--- src/source/axi_mem_pkg.sv ---
// AXI4 slave memory shared definitions
// Bus widths, field types, burst and response codes, bank geometry
package axi_mem_pkg;

    // Bus and field widths
    localparam int ADDR_WIDTH = 32;
    localparam int DATA_WIDTH = 32;
    localparam int LANES      = DATA_WIDTH / 8;     // Byte lanes on the data bus
    localparam int ID_WIDTH   = 4;

    // Memory geometry
    localparam int MEM_BYTES  = 1024;
    localparam int LANE_DEPTH = MEM_BYTES / LANES;  // Words held by each bank

    typedef logic [ADDR_WIDTH-1:0]         addr_t;
    typedef logic [DATA_WIDTH-1:0]         data_t;
    typedef logic [LANES-1:0]              strb_t;
    typedef logic [7:0]                    byte_t;
    typedef logic [ID_WIDTH-1:0]           id_t;
    typedef logic [7:0]                    len_t;   // Beats minus one
    typedef logic [2:0]                    size_t;  // log2 of bytes per beat
    typedef logic [$clog2(LANE_DEPTH)-1:0] word_idx_t;
    typedef logic [1:0]                    resp_t;

    // Response codes
    localparam resp_t RESP_OKAY   = 2'd0;
    localparam resp_t RESP_DECERR = 2'd3;

    // AXI burst type encoding
    typedef enum logic [1:0] {
        FIXED = 2'd0,
        INCR  = 2'd1,
        WRAP  = 2'd2
    } burst_t;

    // Burst engine states
    typedef enum logic [1:0] {
        IDLE,   // Waiting for AR or AW
        READ,   // Issuing read beats to the banks
        WRITE,  // Taking W beats
        WRESP   // Holding the B response
    } engine_state_t;

endpackage
--- src/source/beat_tag_if.sv ---
// Read beat tag from the burst engine to the read response stage
// Carries ID, last and error of each issued beat, slot_free flows back
`timescale 1ns/1ps

interface beat_tag_if;

    logic                 issue;      // Beat sent to the banks this cycle
    axi_mem_pkg::id_t     id;         // Burst ID to echo on R
    logic                 last;       // Final beat of the burst
    logic                 err;        // Beat address out of range
    logic                 slot_free;  // R register can take a beat

    modport engine   (output issue, id, last, err, input slot_free);
    modport response (input issue, id, last, err, output slot_free);

endinterface

--- src/source/read_response.sv ---
// AXI4 read data stage
// One beat register behind the banks, drives R and holds it under back-pressure
`timescale 1ns/1ps

module read_response (
    input  logic               clk,
    input  logic               reset,
    beat_tag_if.response       tags,
    input  axi_mem_pkg::data_t lane_data,   // Registered bytes of all banks
    output logic               rvalid,
    input  logic               rready,
    output axi_mem_pkg::id_t   rid,
    output axi_mem_pkg::data_t rdata,
    output axi_mem_pkg::resp_t rresp,
    output logic               rlast
);

    axi_mem_pkg::id_t id_q;
    logic             last_q;
    logic             err_q;

    // Free when empty or the held beat leaves this cycle
    assign tags.slot_free = !rvalid || rready;

    always_ff @(posedge clk or negedge reset) begin
        if (!reset)
            rvalid <= 1'b0;
        else if (tags.issue)
            rvalid <= 1'b1;        // Banks capture the same edge
        else if (rready)
            rvalid <= 1'b0;
    end

    // Beat tag payload
    always_ff @(posedge clk) begin
        if (tags.issue) begin
            id_q   <= tags.id;
            last_q <= tags.last;
            err_q  <= tags.err;
        end
    end

    assign rid   = id_q;
    assign rlast = last_q;
    assign rdata = err_q ? '0 : lane_data;     // Error beats carry zero
    assign rresp = err_q ? axi_mem_pkg::RESP_DECERR : axi_mem_pkg::RESP_OKAY;

    a_r_stable: assert property (@(posedge clk) disable iff (!reset)
        (rvalid && !rready) |=> (rvalid && $stable({rid, rdata, rresp, rlast})));

endmodule

--- src/flat_wrapper.sv ---
// flat-port wrapper written by rule: the top's interface ports become plain ports
module read_response_flat 
  (clk, reset, lane_data, rvalid, rready, rid, rdata, rresp, rlast, tags_issue, tags_id, tags_last, tags_err, tags_slot_free);
  beat_tag_if tags_i ();
  input  logic clk;
  input  logic reset;
  input  axi_mem_pkg::data_t lane_data;
  output logic rvalid;
  input  logic rready;
  output axi_mem_pkg::id_t rid;
  output axi_mem_pkg::data_t rdata;
  output axi_mem_pkg::resp_t rresp;
  output logic rlast;
  input wire logic [$bits(tags_i.issue)-1:0] tags_issue;
  input wire logic [$bits(tags_i.id)-1:0] tags_id;
  input wire logic [$bits(tags_i.last)-1:0] tags_last;
  input wire logic [$bits(tags_i.err)-1:0] tags_err;
  output wire logic [$bits(tags_i.slot_free)-1:0] tags_slot_free;
  assign tags_i.issue = tags_issue;
  assign tags_i.id = tags_id;
  assign tags_i.last = tags_last;
  assign tags_i.err = tags_err;
  assign tags_slot_free = tags_i.slot_free;
  read_response u_core (.clk(clk), .reset(reset), .tags(tags_i), .lane_data(lane_data), .rvalid(rvalid), .rready(rready), .rid(rid), .rdata(rdata), .rresp(rresp), .rlast(rlast));
endmodule
--- config.mk ---
export PLATFORM = sky130hd
export DESIGN_NAME = read_response_flat
export DESIGN_NICKNAME = d
export VERILOG_FILES = /design/src/source/axi_mem_pkg.sv /design/src/source/beat_tag_if.sv /design/src/source/read_response.sv /design/src/flat_wrapper.sv
export SDC_FILE = /design/constraint.sdc
export NUM_CORES = 1
export LEC_CHECK = 0
export ABC_AREA = 1
export BUFFER_PORTS_ARGS = -buffer_cell sky130_fd_sc_hd__buf_2
export CORE_MARGIN = 3
export CORE_UTILIZATION = 24
export CTS_CLUSTER_DIAMETER = 40
export DETAILED_ROUTE_END_ITERATION = 6
export PLACE_DENSITY_LB_ADDON = 0.15
export SKIP_LAST_GASP = 1
export SLEW_MARGIN = 5
export SYNTH_ARGS = -nofsm -noshare
export SYNTH_HDL_FRONTEND = slang
export SYNTH_SLANG_ARGS = --single-unit
--- constraint.sdc ---
create_clock -name clk -period 0.8 [get_ports clk]
set_input_delay 0.12 -clock clk [delete_from_list [all_inputs] [get_ports clk]]
set_output_delay 0.12 -clock clk [all_outputs]
set_load 0.03 [all_outputs]
# After elaboration in Yosys (flattened, before gate mapping)
# Cells that the tools add are included.
[totals] register_bits=7 in_bits=42 out_inout_bits=41 wordCells=11
[classes] n_mux=4 n_reduce_logical=3
[ops] operator="2-to-1 mux 32 bit" n=1
[ops] operator="2-to-1 mux 1 bit" n=2
[ops] operator="2-to-1 mux 2 bit" n=1
[ops] operator="nonzero test 2 bit" n=1
[ops] operator="zero test 1 bit" n=1
[ops] operator="logical OR 1 bit" n=1

# Logic depth before layout (Yosys ltp)
[logic_depth] ltp_word=2 depth_mapped=3 mapped_depth_nobuf=3

# Least setup slack after synthesis
# No wires, ideal clock.
[synth_path] kind="register -> output" start="reg u_core.err_q" end="out rdata[0]" arrival_time_ns=1.070 required_ns=0.680 slack_ns=-0.390 path_stages_with_launch=3 path_buffers=1 path_cell_list="edfxtp_1 buf_6 nor2_1"
[synth_via] elab_chain_cells=1
[synth_rtl] item="from (decl)" line="read_response.sv:20" rtl="logic err_q;"
[synth_rtl] item="from (signal assigned)" line="read_response.sv:39" rtl="err_q <= tags.err;"
[synth_rtl] item="2-to-1 mux 32 bit" line="read_response.sv:45" rtl="assign rdata = err_q ? '0 : lane_data;"
[synth_rtl] item="to (decl)" line="flat_wrapper.sv:11" rtl="output axi_mem_pkg::data_t rdata;"
# Every way passes these cells.

# Final worst setup path
[layout_path] start="reg u_core.err_q" end="out rdata[27]"
# The elaborated chain is that of the path after synthesis.

==> results.py <==
metrics = {
    "global_routing": {
        "grtUsageTotal": 0.169,
        "grt-ovfl-total": 0,
        "grt_pass1_wl_mm": 3.40,
        "globalRouteMet1Util": 0.159,
        "grt_max_degree": 10,
        "grt_util_met2": 0.364,
        "grt_antenna_before_repair": 0,
        "grt_pass1_vias": 781,
        "gr-max-usage-layer": "met2",
        "grt_use_met3": 0.0344,
    },
    "sta": {
        "worst_pin_slew_ps": 149,
        "finalHoldViolCount": 0,
        "fin_skew_ps": 0,
        "fin_ws_ps": -548,
        "holdWs_ps": 45.7,
        "fmax_mhz": 742,
        "fin_crit_sh": 1.69,
        "rsz0062_at_grt": "yes",
        "setup_viol_count_final": 41,
        "final.min_clock_period_ps": 1350,
        "drv_slew": 0,
        "relSlewSlack": 0.900,
    },
    "clocking": {
        "path_clk_slew_ps": 60,
        "root_buffer": "clkbuf_4",
        "clk_latency_ps": 240,
        "cts_made_buffers": 3,
        "clock_path_buffers": 2,
        "cts_tree": "built",
        "cts_sinks": 7,
        "cts.htree.levels": 1,
    },
    "die": {
        "num_rows": 16,
        "die_w_um": 52.1,
        "start_util": 0.257,
        "io_pins": 83,
        "die-area_um2": 2710,
        "core_region_area_um2": 1980,
        "die_h_um": 52.1,
    },
    "setup_path": {
        "cp-startpoint": "u_core.err_q",
        "critPathArrivalTime_ps": 1230,
        "crit_path_max_incr_delay_ps": 410,
        "crit_top_cell": "buf_6",
        "required_ps": 680,
        "r2r-start": "u_core.rvalid",
        "path_cells": "buf_6 -> buf_12 -> nor2_4 -> buf_6",
        "crit_slowest_cell": "edfxtp_1",
        "crit_fanout": 9,
        "worstSetupEndpointType": "primary output",
        "worstSetupPathType": "reg -> out",
        "start_kind": "register",
    },
    "placed_design": {
        "postPlaceCellArea_um2": 1180,
        "dp_hpwl_mm": 1.47,
        "io_buffer_count": 82,
        "place.gp.congestion": 0.630,
    },
    "route": {
        "num_vias": 787,
        "vias_per_cell": 4.02,
        "wl_per_cell_um": 11.9,
        "drt_wl_total_mm": 2.33,
        "drc": 0,
        "ant_nets": 0,
        "first_pass_iters": 3,
        "drt_iter0_drc": 10,
    },
    "finish": {
        "diodes": 0,
        "layout_common_cells": "buf_6, buf_2, inv_1, nor2_4, edfxtp_1",
        "drive_gt1_frac": 0.746,
        "nets": 212,
        "fin_util": 0.797,
        "area_delta_synth_final_pct": 210,
        "stdcell_area_um2": 1580,
        "layout_commonest_cell": "buf_6",
    },
    "min_path": {
        "holdCritPathClass": "in -> reg",
        "hp-start": "tags_id[3]",
    },
    "yosys": {
        "syn_area_per_cell_um2": 6.37,
        "netlist.area_leader.share": 0.354,
        "synthCells": 80,
        "synth_top_cell_by_area": "edfxtp_1",
        "syn-num-nets": 122,
        "yosys-top-cells-area": "edfxtp_1, inv_1, nor2_1, buf_6, dfrtp_1",
        "ys_seq_area_frac": 0.403,
        "syn_area_um2": 509,
        "synth_cell_types": 7,
        "ys_ff_latch": 7,
        "yosys_warnings": 0,
    },
    "status": {
        "run_status": "complete, but fails checks",
        "violations": "setup timing",
    },
    "power_and_ir_drop": {
        "irDropWorstVdd_mv": 1.49,
        "p_leak_uw": 0.000840,
        "cellPowerDensity_nw_per_um2": 1210,
    },
    "run": {
        "maxCapViolCount": 0,
    },
}
[worst paths after layout]
path | end | slack [ps] | cells past startpoint
setup / recovery | rdata[27] | -550 | 4
hold / removal | u_core.rid[3] | 50 | 1
setup reg to reg | u_core.rvalid | 160 | 2
hold reg to reg | u_core.rvalid | 510 | 2
max in group asynchronous | u_core.rvalid | 540 | 2
min in group asynchronous | u_core.rvalid | 170 | 2
[synth_stat cells]
cell type / instances
nand2_1: 2
nor2_1: 32
edfxtp_1: 6
dfrtp_1: 1
inv_1: 34
buf_6: 3
buf_4: 2
[registers in the layout, summed over array words and instances (netlist names)]
| signal | flops |
|---|---|
| u_core.err_q | 1 |
| u_core.rid | 4 |
| u_core.rlast | 1 |
| u_core.rvalid | 1 |
[what timing repair did]
action / CTS / global route
endpoints found under the setup margin: 41 / 41
gates cloned: 3 / 0
endpoints found under the hold margin: 1 / 0
hold buffers: 1 / 0
setup buffers: 2 / 1
resized for setup: 86 / 5
pin swaps: 1 / 3
[power breakdown]
| group | leakage, uW | switching (uW) | internal, uW |
|---|---|---|---|
| clock network | 0.0000150 | 129 | 190 |
| logic | 0.000756 | 624 | 521 |
| registers | 0.0000687 | 16.6 | 430 |
| total | 0.000840 | 769 | 1140 |
[cell type report]
type	count	area (um^2)
Clock buffer	4	26.3
Fill cell	123	402
Inverter	34	128
Multi-Input combinational cell	34	375
Sequential cell	7	206
Tap cell	27	33.8
Timing Repair Buffer	90	811
[critical path, delay by kind of cell (launching register included)]
family | cells | cell delay (ps)
simple gates | 1 | 100
buf+inv | 3 | 470
flops | 1 | 410
[metrics by stage]
stage	total power, uW	std cells	TNS [ps]	setup WS (ps)
2_1_floorplan	1050	80	-7050	-224
3_3_place_gp	1280	186	-8420	-279
3_5_place_dp	1290	186	-9040	-296
4_1_cts	1910	196	-17890	-519
5_1_grt	2010	196	-19720	-588
6_report	1910	196	-17960	-548
[layer usage]
metal  vias up  wire (um)
met5         -          0
met2        43       1470
met4         0          0
li1        388          -
met1       356        641
met3         0        221
[cells by family after synthesis]
kind of cell / share of synthesized area
buf+inv: 0.346
simple gates: 0.251
flops: 0.403
(Power assumes the default switching activity.)
