**src/source/axi_mem_pkg.sv**
```systemverilog
// AXI4 slave memory shared definitions
// Bus widths, field types, burst and response codes, bank geometry
package axi_mem_pkg;

    // Bus and field widths
    localparam int ADDR_WIDTH = 32;
    localparam int DATA_WIDTH = 32;
    localparam int LANES      = DATA_WIDTH / 8;     // Byte lanes on the data bus
    localparam int ID_WIDTH   = 4;

    // Memory geometry
    localparam int MEM_BYTES  = 1024;
    localparam int LANE_DEPTH = MEM_BYTES / LANES;  // Words held by each bank

    typedef logic [ADDR_WIDTH-1:0]         addr_t;
    typedef logic [DATA_WIDTH-1:0]         data_t;
    typedef logic [LANES-1:0]              strb_t;
    typedef logic [7:0]                    byte_t;
    typedef logic [ID_WIDTH-1:0]           id_t;
    typedef logic [7:0]                    len_t;   // Beats minus one
    typedef logic [2:0]                    size_t;  // log2 of bytes per beat
    typedef logic [$clog2(LANE_DEPTH)-1:0] word_idx_t;
    typedef logic [1:0]                    resp_t;

    // Response codes
    localparam resp_t RESP_OKAY   = 2'd0;
    localparam resp_t RESP_DECERR = 2'd3;

    // AXI burst type encoding
    typedef enum logic [1:0] {
        FIXED = 2'd0,
        INCR  = 2'd1,
        WRAP  = 2'd2
    } burst_t;

    // Burst engine states
    typedef enum logic [1:0] {
        IDLE,   // Waiting for AR or AW
        READ,   // Issuing read beats to the banks
        WRITE,  // Taking W beats
        WRESP   // Holding the B response
    } engine_state_t;

endpackage
```
**src/source/beat_tag_if.sv**
```systemverilog
// Read beat tag from the burst engine to the read response stage
// Carries ID, last and error of each issued beat, slot_free flows back
`timescale 1ns/1ps

interface beat_tag_if;

    logic                 issue;      // Beat sent to the banks this cycle
    axi_mem_pkg::id_t     id;         // Burst ID to echo on R
    logic                 last;       // Final beat of the burst
    logic                 err;        // Beat address out of range
    logic                 slot_free;  // R register can take a beat

    modport engine   (output issue, id, last, err, input slot_free);
    modport response (input issue, id, last, err, output slot_free);

endinterface

```
**src/source/mem_lane_if.sv**
```systemverilog
// Burst engine to byte-lane bank connection
// Shared word index and write data, one read byte back per lane
`timescale 1ns/1ps

interface mem_lane_if;

    axi_mem_pkg::word_idx_t word_idx;   // Word within every bank
    axi_mem_pkg::data_t     wdata;      // Full bus word, each bank takes its byte
    axi_mem_pkg::strb_t     wstrb;      // One strobe bit per lane
    logic                   we;         // Write this cycle
    logic                   re;         // Capture read byte this cycle

    // Registered read byte, one driver per bank
    wire axi_mem_pkg::byte_t rd_byte [axi_mem_pkg::LANES];

    modport engine (
        output word_idx, wdata, wstrb, we, re
    );

    modport bank (
        input  word_idx, wdata, wstrb, we, re,
        output rd_byte
    );

endinterface

```
**src/source/burst_engine.sv**
```systemverilog
// AXI4 burst engine
// Accepts AR and AW one at a time, steps FIXED, INCR and WRAP addresses,
// writes W beats into the banks, issues read beats and drives B
`timescale 1ns/1ps

module burst_engine (
    input  logic                clk,
    input  logic                reset,
    // Read address channel
    input  logic                arvalid,
    output logic                arready,
    input  axi_mem_pkg::id_t    arid,
    input  axi_mem_pkg::addr_t  araddr,
    input  axi_mem_pkg::len_t   arlen,
    input  axi_mem_pkg::size_t  arsize,
    input  axi_mem_pkg::burst_t arburst,
    // Write address channel
    input  logic                awvalid,
    output logic                awready,
    input  axi_mem_pkg::id_t    awid,
    input  axi_mem_pkg::addr_t  awaddr,
    input  axi_mem_pkg::len_t   awlen,
    input  axi_mem_pkg::size_t  awsize,
    input  axi_mem_pkg::burst_t awburst,
    // Write data channel
    input  logic                wvalid,
    output logic                wready,
    input  axi_mem_pkg::data_t  wdata,
    input  axi_mem_pkg::strb_t  wstrb,
    input  logic                wlast,
    // Write response channel
    output logic                bvalid,
    input  logic                bready,
    output axi_mem_pkg::id_t    bid,
    output axi_mem_pkg::resp_t  bresp,
    mem_lane_if.engine          lanes,
    beat_tag_if.engine          tags
);

    axi_mem_pkg::engine_state_t state;
    axi_mem_pkg::id_t           id_q;       // Burst fields latched on acceptance
    axi_mem_pkg::addr_t         addr_q;     // Address of the current beat
    axi_mem_pkg::len_t          len_q;
    axi_mem_pkg::size_t         size_q;
    axi_mem_pkg::burst_t        burst_q;
    axi_mem_pkg::len_t          count;      // Beats done so far
    logic                       werr;       // Some write beat was out of range

    axi_mem_pkg::addr_t         nbytes;     // Bytes per beat
    axi_mem_pkg::addr_t         next_addr;
    logic                       beat_err;
    logic                       beat_last;
    logic                       ar_hs, aw_hs, w_hs, issue;

    assign arready = (state == axi_mem_pkg::IDLE);
    assign awready = (state == axi_mem_pkg::IDLE) && !arvalid;  // Read wins a tie
    assign wready  = (state == axi_mem_pkg::WRITE);
    assign bvalid  = (state == axi_mem_pkg::WRESP);
    assign bid     = id_q;
    assign bresp   = werr ? axi_mem_pkg::RESP_DECERR : axi_mem_pkg::RESP_OKAY;

    assign ar_hs = arvalid && arready;
    assign aw_hs = awvalid && awready;
    assign w_hs  = wvalid && wready;
    assign issue = (state == axi_mem_pkg::READ) && tags.slot_free;

    assign nbytes    = axi_mem_pkg::addr_t'(1) << size_q;
    assign beat_last = (count == len_q);
    // Beat must end inside the memory
    assign beat_err  = (33'(addr_q) + 33'(nbytes)) > 33'(axi_mem_pkg::MEM_BYTES);

    // Next beat address
    always_comb begin
        axi_mem_pkg::addr_t aligned;
        axi_mem_pkg::addr_t cont;
        axi_mem_pkg::addr_t wrap_base;
        aligned   = addr_q & ~(nbytes - 1);
        cont      = nbytes * (axi_mem_pkg::addr_t'(len_q) + 1);  // WRAP container size
        wrap_base = addr_q & ~(cont - 1);
        case (burst_q)
            axi_mem_pkg::FIXED: next_addr = addr_q;
            axi_mem_pkg::WRAP: begin
                if (aligned + nbytes >= wrap_base + cont)
                    next_addr = wrap_base;   // Back to container start
                else
                    next_addr = aligned + nbytes;
            end
            default: next_addr = aligned + nbytes;
        endcase
    end

    // Reads and writes share one word index into the banks
    assign lanes.word_idx = axi_mem_pkg::word_idx_t'(addr_q >> 2);
    assign lanes.wdata    = wdata;
    assign lanes.wstrb    = wstrb;
    assign lanes.we       = w_hs && !beat_err;   // Out of range beats write nothing
    assign lanes.re       = issue;

    assign tags.issue = issue;
    assign tags.id    = id_q;
    assign tags.last  = beat_last;
    assign tags.err   = beat_err;

    // Burst fields load on AR or AW and the address steps once per beat
    always_ff @(posedge clk) begin
        if (ar_hs) begin
            id_q    <= arid;
            addr_q  <= araddr;
            len_q   <= arlen;
            size_q  <= arsize;
            burst_q <= arburst;
        end else if (aw_hs) begin
            id_q    <= awid;
            addr_q  <= awaddr;
            len_q   <= awlen;
            size_q  <= awsize;
            burst_q <= awburst;
        end else if (issue || w_hs) begin
            addr_q  <= next_addr;
        end
    end

    // Control FSM
    always_ff @(posedge clk or negedge reset) begin
        if (!reset) begin
            state <= axi_mem_pkg::IDLE;
            count <= '0;
            werr  <= 1'b0;
        end else begin
            case (state)
                axi_mem_pkg::IDLE: begin
                    count <= '0;
                    if (ar_hs) begin
                        state <= axi_mem_pkg::READ;
                    end else if (aw_hs) begin
                        state <= axi_mem_pkg::WRITE;
                        werr  <= 1'b0;           // Fresh write error for this burst
                    end
                end
                axi_mem_pkg::READ: if (issue) begin
                    count <= count + 1'b1;
                    if (beat_last) state <= axi_mem_pkg::IDLE;  // Last beat may still wait on R
                end
                axi_mem_pkg::WRITE: if (w_hs) begin
                    count <= count + 1'b1;
                    werr  <= werr | beat_err;
                    if (beat_last) state <= axi_mem_pkg::WRESP;
                end
                default: if (bready) state <= axi_mem_pkg::IDLE;  // WRESP
            endcase
        end
    end

    // Only 1, 2 and 4 byte beats fit the bus
    a_size_fits: assert property (@(posedge clk) disable iff (!reset)
        (ar_hs || aw_hs) |=> (size_q <= 3'd2));

    a_wrap_len: assert property (@(posedge clk) disable iff (!reset)
        (state != axi_mem_pkg::IDLE && burst_q == axi_mem_pkg::WRAP)
            |-> (len_q inside {8'd1, 8'd3, 8'd7, 8'd15}));

    // Master's wlast agrees with the counted length
    a_wlast_match: assert property (@(posedge clk) disable iff (!reset)
        w_hs |-> (wlast == beat_last));

endmodule

```
**src/flat_wrapper.sv**
```systemverilog
// flat-port wrapper written by rule: the top's interface ports become plain ports
module burst_engine_flat 
  (clk, reset, arvalid, arready, arid, araddr, arlen, arsize, arburst, awvalid, awready, awid, awaddr, awlen, awsize, awburst, wvalid, wready, wdata, wstrb, wlast, bvalid, bready, bid, bresp, lanes_word_idx, lanes_wdata, lanes_wstrb, lanes_we, lanes_re, tags_issue, tags_id, tags_last, tags_err, tags_slot_free);
  mem_lane_if lanes_i ();
  beat_tag_if tags_i ();
  input  logic clk;
  input  logic reset;
  input  logic arvalid;
  output logic arready;
  input  axi_mem_pkg::id_t arid;
  input  axi_mem_pkg::addr_t araddr;
  input  axi_mem_pkg::len_t arlen;
  input  axi_mem_pkg::size_t arsize;
  input  axi_mem_pkg::burst_t arburst;
  input  logic awvalid;
  output logic awready;
  input  axi_mem_pkg::id_t awid;
  input  axi_mem_pkg::addr_t awaddr;
  input  axi_mem_pkg::len_t awlen;
  input  axi_mem_pkg::size_t awsize;
  input  axi_mem_pkg::burst_t awburst;
  input  logic wvalid;
  output logic wready;
  input  axi_mem_pkg::data_t wdata;
  input  axi_mem_pkg::strb_t wstrb;
  input  logic wlast;
  output logic bvalid;
  input  logic bready;
  output axi_mem_pkg::id_t bid;
  output axi_mem_pkg::resp_t bresp;
  output wire logic [$bits(lanes_i.word_idx)-1:0] lanes_word_idx;
  output wire logic [$bits(lanes_i.wdata)-1:0] lanes_wdata;
  output wire logic [$bits(lanes_i.wstrb)-1:0] lanes_wstrb;
  output wire logic [$bits(lanes_i.we)-1:0] lanes_we;
  output wire logic [$bits(lanes_i.re)-1:0] lanes_re;
  output wire logic [$bits(tags_i.issue)-1:0] tags_issue;
  output wire logic [$bits(tags_i.id)-1:0] tags_id;
  output wire logic [$bits(tags_i.last)-1:0] tags_last;
  output wire logic [$bits(tags_i.err)-1:0] tags_err;
  input wire logic [$bits(tags_i.slot_free)-1:0] tags_slot_free;
  assign lanes_word_idx = lanes_i.word_idx;
  assign lanes_wdata = lanes_i.wdata;
  assign lanes_wstrb = lanes_i.wstrb;
  assign lanes_we = lanes_i.we;
  assign lanes_re = lanes_i.re;
  assign tags_issue = tags_i.issue;
  assign tags_id = tags_i.id;
  assign tags_last = tags_i.last;
  assign tags_err = tags_i.err;
  assign tags_i.slot_free = tags_slot_free;
  burst_engine u_core (.clk(clk), .reset(reset), .arvalid(arvalid), .arready(arready), .arid(arid), .araddr(araddr), .arlen(arlen), .arsize(arsize), .arburst(arburst), .awvalid(awvalid), .awready(awready), .awid(awid), .awaddr(awaddr), .awlen(awlen), .awsize(awsize), .awburst(awburst), .wvalid(wvalid), .wready(wready), .wdata(wdata), .wstrb(wstrb), .wlast(wlast), .bvalid(bvalid), .bready(bready), .bid(bid), .bresp(bresp), .lanes(lanes_i), .tags(tags_i));
endmodule
```
**config.mk**
```make
export PLATFORM = sky130hd
export DESIGN_NAME = burst_engine_flat
export DESIGN_NICKNAME = d
export VERILOG_FILES = /design/src/source/axi_mem_pkg.sv /design/src/source/beat_tag_if.sv /design/src/source/mem_lane_if.sv /design/src/source/burst_engine.sv /design/src/flat_wrapper.sv
export SDC_FILE = /design/constraint.sdc
export NUM_CORES = 1
export LEC_CHECK = 0
export BUFFER_PORTS_ARGS = -buffer_cell sky130_fd_sc_hd__buf_2
export CORE_ASPECT_RATIO = 1.25
export CORE_MARGIN = 2
export CORE_UTILIZATION = 45
export CTS_BUF_LIST = sky130_fd_sc_hd__clkbuf_4 sky130_fd_sc_hd__clkbuf_8 sky130_fd_sc_hd__clkbuf_16
export DETAILED_ROUTE_END_ITERATION = 10
export HOLD_SLACK_MARGIN = 0.15
export MAX_ROUTING_LAYER = met4
export PLACE_DENSITY = 0.73
export SETUP_SLACK_MARGIN = 0.4
export SLEW_MARGIN = 20
export SYNTH_ARGS = -nofsm -noshare
export SYNTH_HDL_FRONTEND = slang
export SYNTH_SLANG_ARGS = --single-unit
```
**constraint.sdc**
```tcl
create_clock -name clk -period 12 [get_ports clk]
set_input_delay 3 -clock clk [delete_from_list [all_inputs] [get_ports clk]]
set_output_delay 3 -clock clk [all_outputs]
set_load 0.02 [all_outputs]
```
* Word-level counts from Yosys, hierarchy flattened
Cells that the tools add are included.
** Word-level totals
- Word-level logic and storage cells :: 86
- Output and inout bits :: 63
- Register bits :: 60
** Operators by class
- Reduce and logical (&&, ||, !) cells :: 20
- Eq/ne operators :: 13
- $lt $le $gt $ge :: 2
- Multiplexer cells :: 29
- Add/sub/neg operators :: 7
- Shift-type cells :: 1
- Bitwise logic cells :: 5
- Multiply operators :: 1
** Operators by type and width (number)
- $mux 32 :: 4
- $add 32x32->32 :: 2
- $and 32x32->32 :: 2
- $not 32->32 :: 2
- $pmux 32 s2 :: 1
- $sub 32x1->32 const B :: 2
- $add 32x32->33 :: 1
- $gt 33x11->1 const B :: 1
- $ge 32x32->1 :: 1
- $mul 32x32->32 :: 1
- $mux 8 :: 4
- $shl 1x3->32 const A :: 1
- $pmux 8 s3 :: 1
- $mux 2 :: 10
- $ne 2x2->1 const B :: 5
- $add 8x1->9 const B :: 1
- $add 8x1->8 const B :: 1
- $eq 8x8->1 :: 1
- $mux 4 :: 2
- $eq 2x2->1 const B :: 3
- $logic_and 1x1->1 :: 6
- $mux 3 :: 2
- $pmux 2 s3 :: 1
- $reduce_and 6->1 :: 1
- other kinds (16) :: 22

* Logic depth before layout (Yosys ltp)
- Depth after elaboration :: 12
- Gate-level depth with buffers :: 43
- Gate-level depth less buffers :: 39

* Worst setup path before layout
OpenSTA, ideal clock, no wires.
- Path type :: register -> register
- Start point :: reg u_core.size_q[0]
- End point :: reg u_core.addr_q[22], data pin
- Period minus slack after synthesis :: 9.252 ns
- Arrival :: 8.995 ns
- Buffers on the path :: 6
- Path slack :: 2.748 ns
- Library setup time :: 0.256 ns
- Stages on the path, launching flop included :: 43
- Data required time :: 11.744 ns
- Cell sequence :: edfxtp_1 > buf_2 > clkbuf_1 > clkbuf_1 > or3_1 > clkbuf_1 > inv_1 > nand2_1 > fa_1 > fa_1 > inv_1 > fa_1 > inv_1 > fa_1 > inv_1 > ha_1 > clkbuf_2 > o21ai_0 > (+7 left out) > o22ai_1 > nor2_4 > nand4b_1 > xnor2_1 > ha_1 > a21o_1 > a21o_1 > a21o_1 > a21o_1 > a211o_1 > a21oi_1 > a21oi_1 > inv_1 > clkbuf_1 > nand3_1 > o211ai_1 > o211ai_1 > a22o_1
** On the way
- Word-level cells in the longest chain between the ends :: 12
- Elaborated cells between the ends (all ways) :: 16
- Classes of those cells :: 4 x add/sub; 1 x mul; 1 x order compare; 1 x shift; 5 x mux; 4 x bitwise
** Ends and longest elaborated chain
- start: declaration :: line burst_engine.sv:44 : axi_mem_pkg::size_t size_q;
- start signal: assignment :: line burst_engine.sv:110 : size_q <= arsize;
- start signal: assignment :: line burst_engine.sv:116 : size_q <= awsize;
- $shl 1x3->32 (*) :: line burst_engine.sv:67 : assign nbytes = axi_mem_pkg::addr_t'(1) << size_q;
- $mul 32x32->32 :: line burst_engine.sv:78 : cont = nbytes * (axi_mem_pkg::addr_t'(len_q) + 1);
- $sub 32x1->32 :: line burst_engine.sv:79 : wrap_base = addr_q & ~(cont - 1);
- $not 32->32 :: line burst_engine.sv:79
- $and 32x32->32 :: line burst_engine.sv:79
- $add 32x32->32 :: line burst_engine.sv:83 : if (aligned + nbytes >= wrap_base + cont)
- $ge 32x32->1 :: line burst_engine.sv:83
- $mux 32 :: line burst_engine.sv:83
- $pmux 32 s2 (*) :: line burst_engine.sv:80 : case (burst_q)
- $mux 32 (*) :: line burst_engine.sv:118 : end else if (issue || w_hs) begin
- $mux 32 (*) :: line burst_engine.sv:112 : end else if (aw_hs) begin
- $mux 32 (*) :: line burst_engine.sv:106 : if (ar_hs) begin
- end signal: assignment :: line burst_engine.sv:108 : addr_q <= araddr;
- end signal: assignment :: line burst_engine.sv:114 : addr_q <= awaddr;
- end signal: assignment :: line burst_engine.sv:119 : addr_q <= next_addr;
- end: declaration :: line burst_engine.sv:42 : axi_mem_pkg::addr_t addr_q;
Mark *: on every way between the ends. The rest lies on a longest branch, timed or not. The select of a mux whose other input is x is not followed.
A chain may end at the register's enable or synchronous reset.

* Worst setup path after layout
- Start point :: reg u_core.size_q[2]
- End point :: reg u_core.addr_q[25], data pin
The elaborated chain is that of the path after synthesis.

==> summary.txt <==
Synthesis
  • Seq/Total Area, Yosys: 15.4%
  • Post-synth design cell area: 0.0114 mm2
  • Ys async rst share: 18.3%
  • Synth unique cells: 103
  • Post-Synth Simple-Gate Area: 25.1%
  • Dominant synthesized flop cell: edfxtp_1
  • EDFF count, synth: 49
  • Adder-cell share of the synthesized area: 18.0%
  • Syn avg cell area: 7.54 um2
  • Syn Inst Count: 1507
  • Largest family of logic cells by synthesized area: simple AND/OR/NAND/NOR gates
  • Leading post-synthesis cells by cell area: edfxtp_1, ha_1, fa_1
  • Net Count, Synth: 1785
  • Yosys top cell area share: 13.0%
  • Yosys warnings: 0
  • Leading area contributor after synthesis: edfxtp_1
  • Yosys reg bits: 60
  • Xor and xnor area share after synthesis: 8.11%
  • Compound-gate portion of the synthesized area: 22.4%
  • Mux contribution to synthesized area: 1.08%

Die
  • I/O pins: 205
  • CORE AREA: 0.0250 mm2
  • Die Span Y: 182 um
  • Die area: 0.0265 mm2
  • Starting Density: 45.4%
  • Site Rows: 65
  • Die Wd: 146 um

Timing
  • RSZ-0062 raised after global routing: false
  • Final Hold Fails: 0
  • Actual slew at the worst max-slew pin: 1.02 ns
  • Crit path time final: 10.88 ns
  • Period Utilization, post-route: 90.7%
  • Final setup TNS: 0 ns
  • Worst Clk Skew: 0.00560 ns
  • Finish-stage setup viols: 0
  • Max Freq: 0.0919 GHz
  • Slew HR: 32.1%
  • Final slew viol count: 0

Routing
  • DR vias/cell: 5.97
  • WL/cell: 19.0 um
  • Drt first-iter violations: 776
  • Routed Antenna Nets: 0
  • TritonRoute pass-1 iters: 6
  • Wirelength, routed: 35600 um
  • Routed via count: 11200
  • DRC errors left: 0

Critical path
  • Arrival time at the worst endpoint: 10.94 ns
  • Kind of critical path: register to register
  • Critical Path Source Type: register
  • Reg2Reg Setup Slack: 1.12 ns
  • Crit end category: register
  • Buf+Inv Stages, Crit Path: 6
  • Most frequent CP cell: inv_1
  • Worst Path Required: 12.06 ns
  • Critical path's slowest cell: edfxtp_1
  • Max incr delay on CP: 0.75 ns
  • CP top delay family: compound AO/OA/AOI/OAI gates
  • Critical-path maximum fanout: 35

Clocking
  • TritonCTS clock tree: built
  • Root Driver: clkbuf_16
  • CTS Buf Count: 9
  • Clk buf depth: 2
  • CTS Sinks: 60
  • CTS Hold Buffers Added: 0
  • Worst-Skew Late Latency: 0.33 ns
  • Htree depth: 3
  • Reg clk slew, reported paths: 0.06 ns

Finish
  • Ratio of cells with drive above 1 in the final layout: 13.8%
  • Most frequent cells in the layout: nand2_1, nor2_1, buf_2
  • Final nets: 1811
  • Syn-to-layout area delta: 7.43%
  • Design Area, Final: 0.0122 mm2
  • Commonest non-fill, non-tap cell in the layout: nand2_1
  • Ant diodes: 0

Job
  • Max-capacitance violation count: 0

Pwr
  • PwrDens: 313 mW/mm2
  • Pleak: 0.00556 uW
  • Max VDD drop: 160 uV

Place
  • I/O Buffers: 131
  • Final GP Congestion: 0.984
  • HPWL Detailed: 27900 um
  • Placed cell area: 0.0118 mm2

Global route
  • Vias in the first global route: 11000
  • Total Routing Usage GR: 27.2%
  • Initial antenna violation count: 0
  • First-pass GRT wire length: 56800 um
  • Total global routing overflow: 0
  • Largest net degree at the start of global routing: 49

Status
  • Status: finished, final reports clean

Worst hold path
  • Hold WC Path Type: register to register
[registers in the layout (all words and copies together) (netlist names)]
signal and count:
u_core.count 8, u_core.state 2, u_core.burst_q 2, u_core.bid 4, u_core.addr_q 32, u_core.len_q 8
u_core.werr 1, u_core.size_q 3
[synth_stat cells, drive strengths merged, types with 8 or more instances]
cell	instances
a211o	17
a21o	34
a21oi	77
a22o	9
a22oi	10
a31oi	12
and2	22
and3	23
buf	67
clkbuf	67
dfrtp	11
edfxtp	49
fa	44
ha	92
inv	105
nand2	201
nand2b	11
nand3	65
nand4	24
nor2	143
nor2b	10
nor3	28
nor4	18
o211ai	21
o21a	8
o21ai	86
o22ai	10
o311ai	8
o31ai	9
or2	12
or3	8
xnor2	75
xor2	28
[through the flow]
step / worst slack [ns] / util (%) / hold slack (ns) / power [uW] / cells
2_1_floorplan: 2.75 / - / 0.501 / 2840 / 1507
3_3_place_gp: 0.996 / 47.2 / 0.518 / 3400 / 1850
3_5_place_dp: 0.788 / 47.2 / 0.530 / 3460 / 1850
4_1_cts: 0.734 / 48.4 / 0.543 / 3750 / 1866
5_1_grt: 0.492 / 48.7 / 0.594 / 4180 / 1873
6_report: 1.12 / 48.7 / 0.538 / 3820 / 1873
[power by group]
part	switching [uW]	leakage (uW)	internal, uW	total, uW
Clock	109	0.000138	162	271
Sequential	236	0.000619	374	610
Combinational	1780	0.00480	1160	2940
Total	2130	0.00556	1690	3820
[timing repair]
action                     in CTS  in global routing
setup buffers                   0                  6
setup endpoints to repair       0                 19
gates resized for setup         0                  3
[worst paths after layout]
path / cells after the start / from / to
worst max-delay path: 38 / u_core.size_q[2] / u_core.addr_q[25]
worst min register to register: 2 / u_core.werr / u_core.werr
max in group asynchronous: 1 / reset / u_core.count[3]
worst max register to register: 38 / u_core.size_q[2] / u_core.addr_q[25]
worst min-delay path: 2 / u_core.werr / u_core.werr
min in group asynchronous: 1 / reset / u_core.count[2]
[final cells by class]
class / instances / area [um2]
sequential: 60 / 1750
clock buffer: 9 / 225
fill: 2540 / 12800
timing repair buffer: 149 / 823
inverter: 106 / 398
tap: 335 / 419
clock inverter: 7 / 75.1
multi-input combinational: 1207 / 8520
[cell families (layout without fill, tap and decap cells)]
family,count (synthesis),count (layout)
simple gates,589,589
buf+inv,240,271
fa+ha+maj,137,137
compound gates,368,368
xor+xnor,103,103
mux,10,10
flops,60,60
[per-layer routing]
layer	vias to the layer above	global-route usage [%]	routed length, um
li1	5351	-	-
met3	75	1.56	1860
met5	-	-	0
met4	0	9.44	1160
met2	388	48.5	18000
met1	5369	32.6	14600
[worst reg2reg max path: cells and delay by family (launching register included)]
| kind | cells | cell delay (ns) |
|---|---|---|
| and+or+nand+nor | 11 | 2.44 |
| buffers and inverters | 6 | 1.05 |
| AOI/OAI and AO/OA | 13 | 2.94 |
| muxes | 1 | 0.45 |
| DFF | 1 | 0.75 |
| adders and majority gates | 6 | 2.79 |
| xor gates and xnor gates | 1 | 0.20 |
Note: power is estimated with default switching activity, not from simulation.
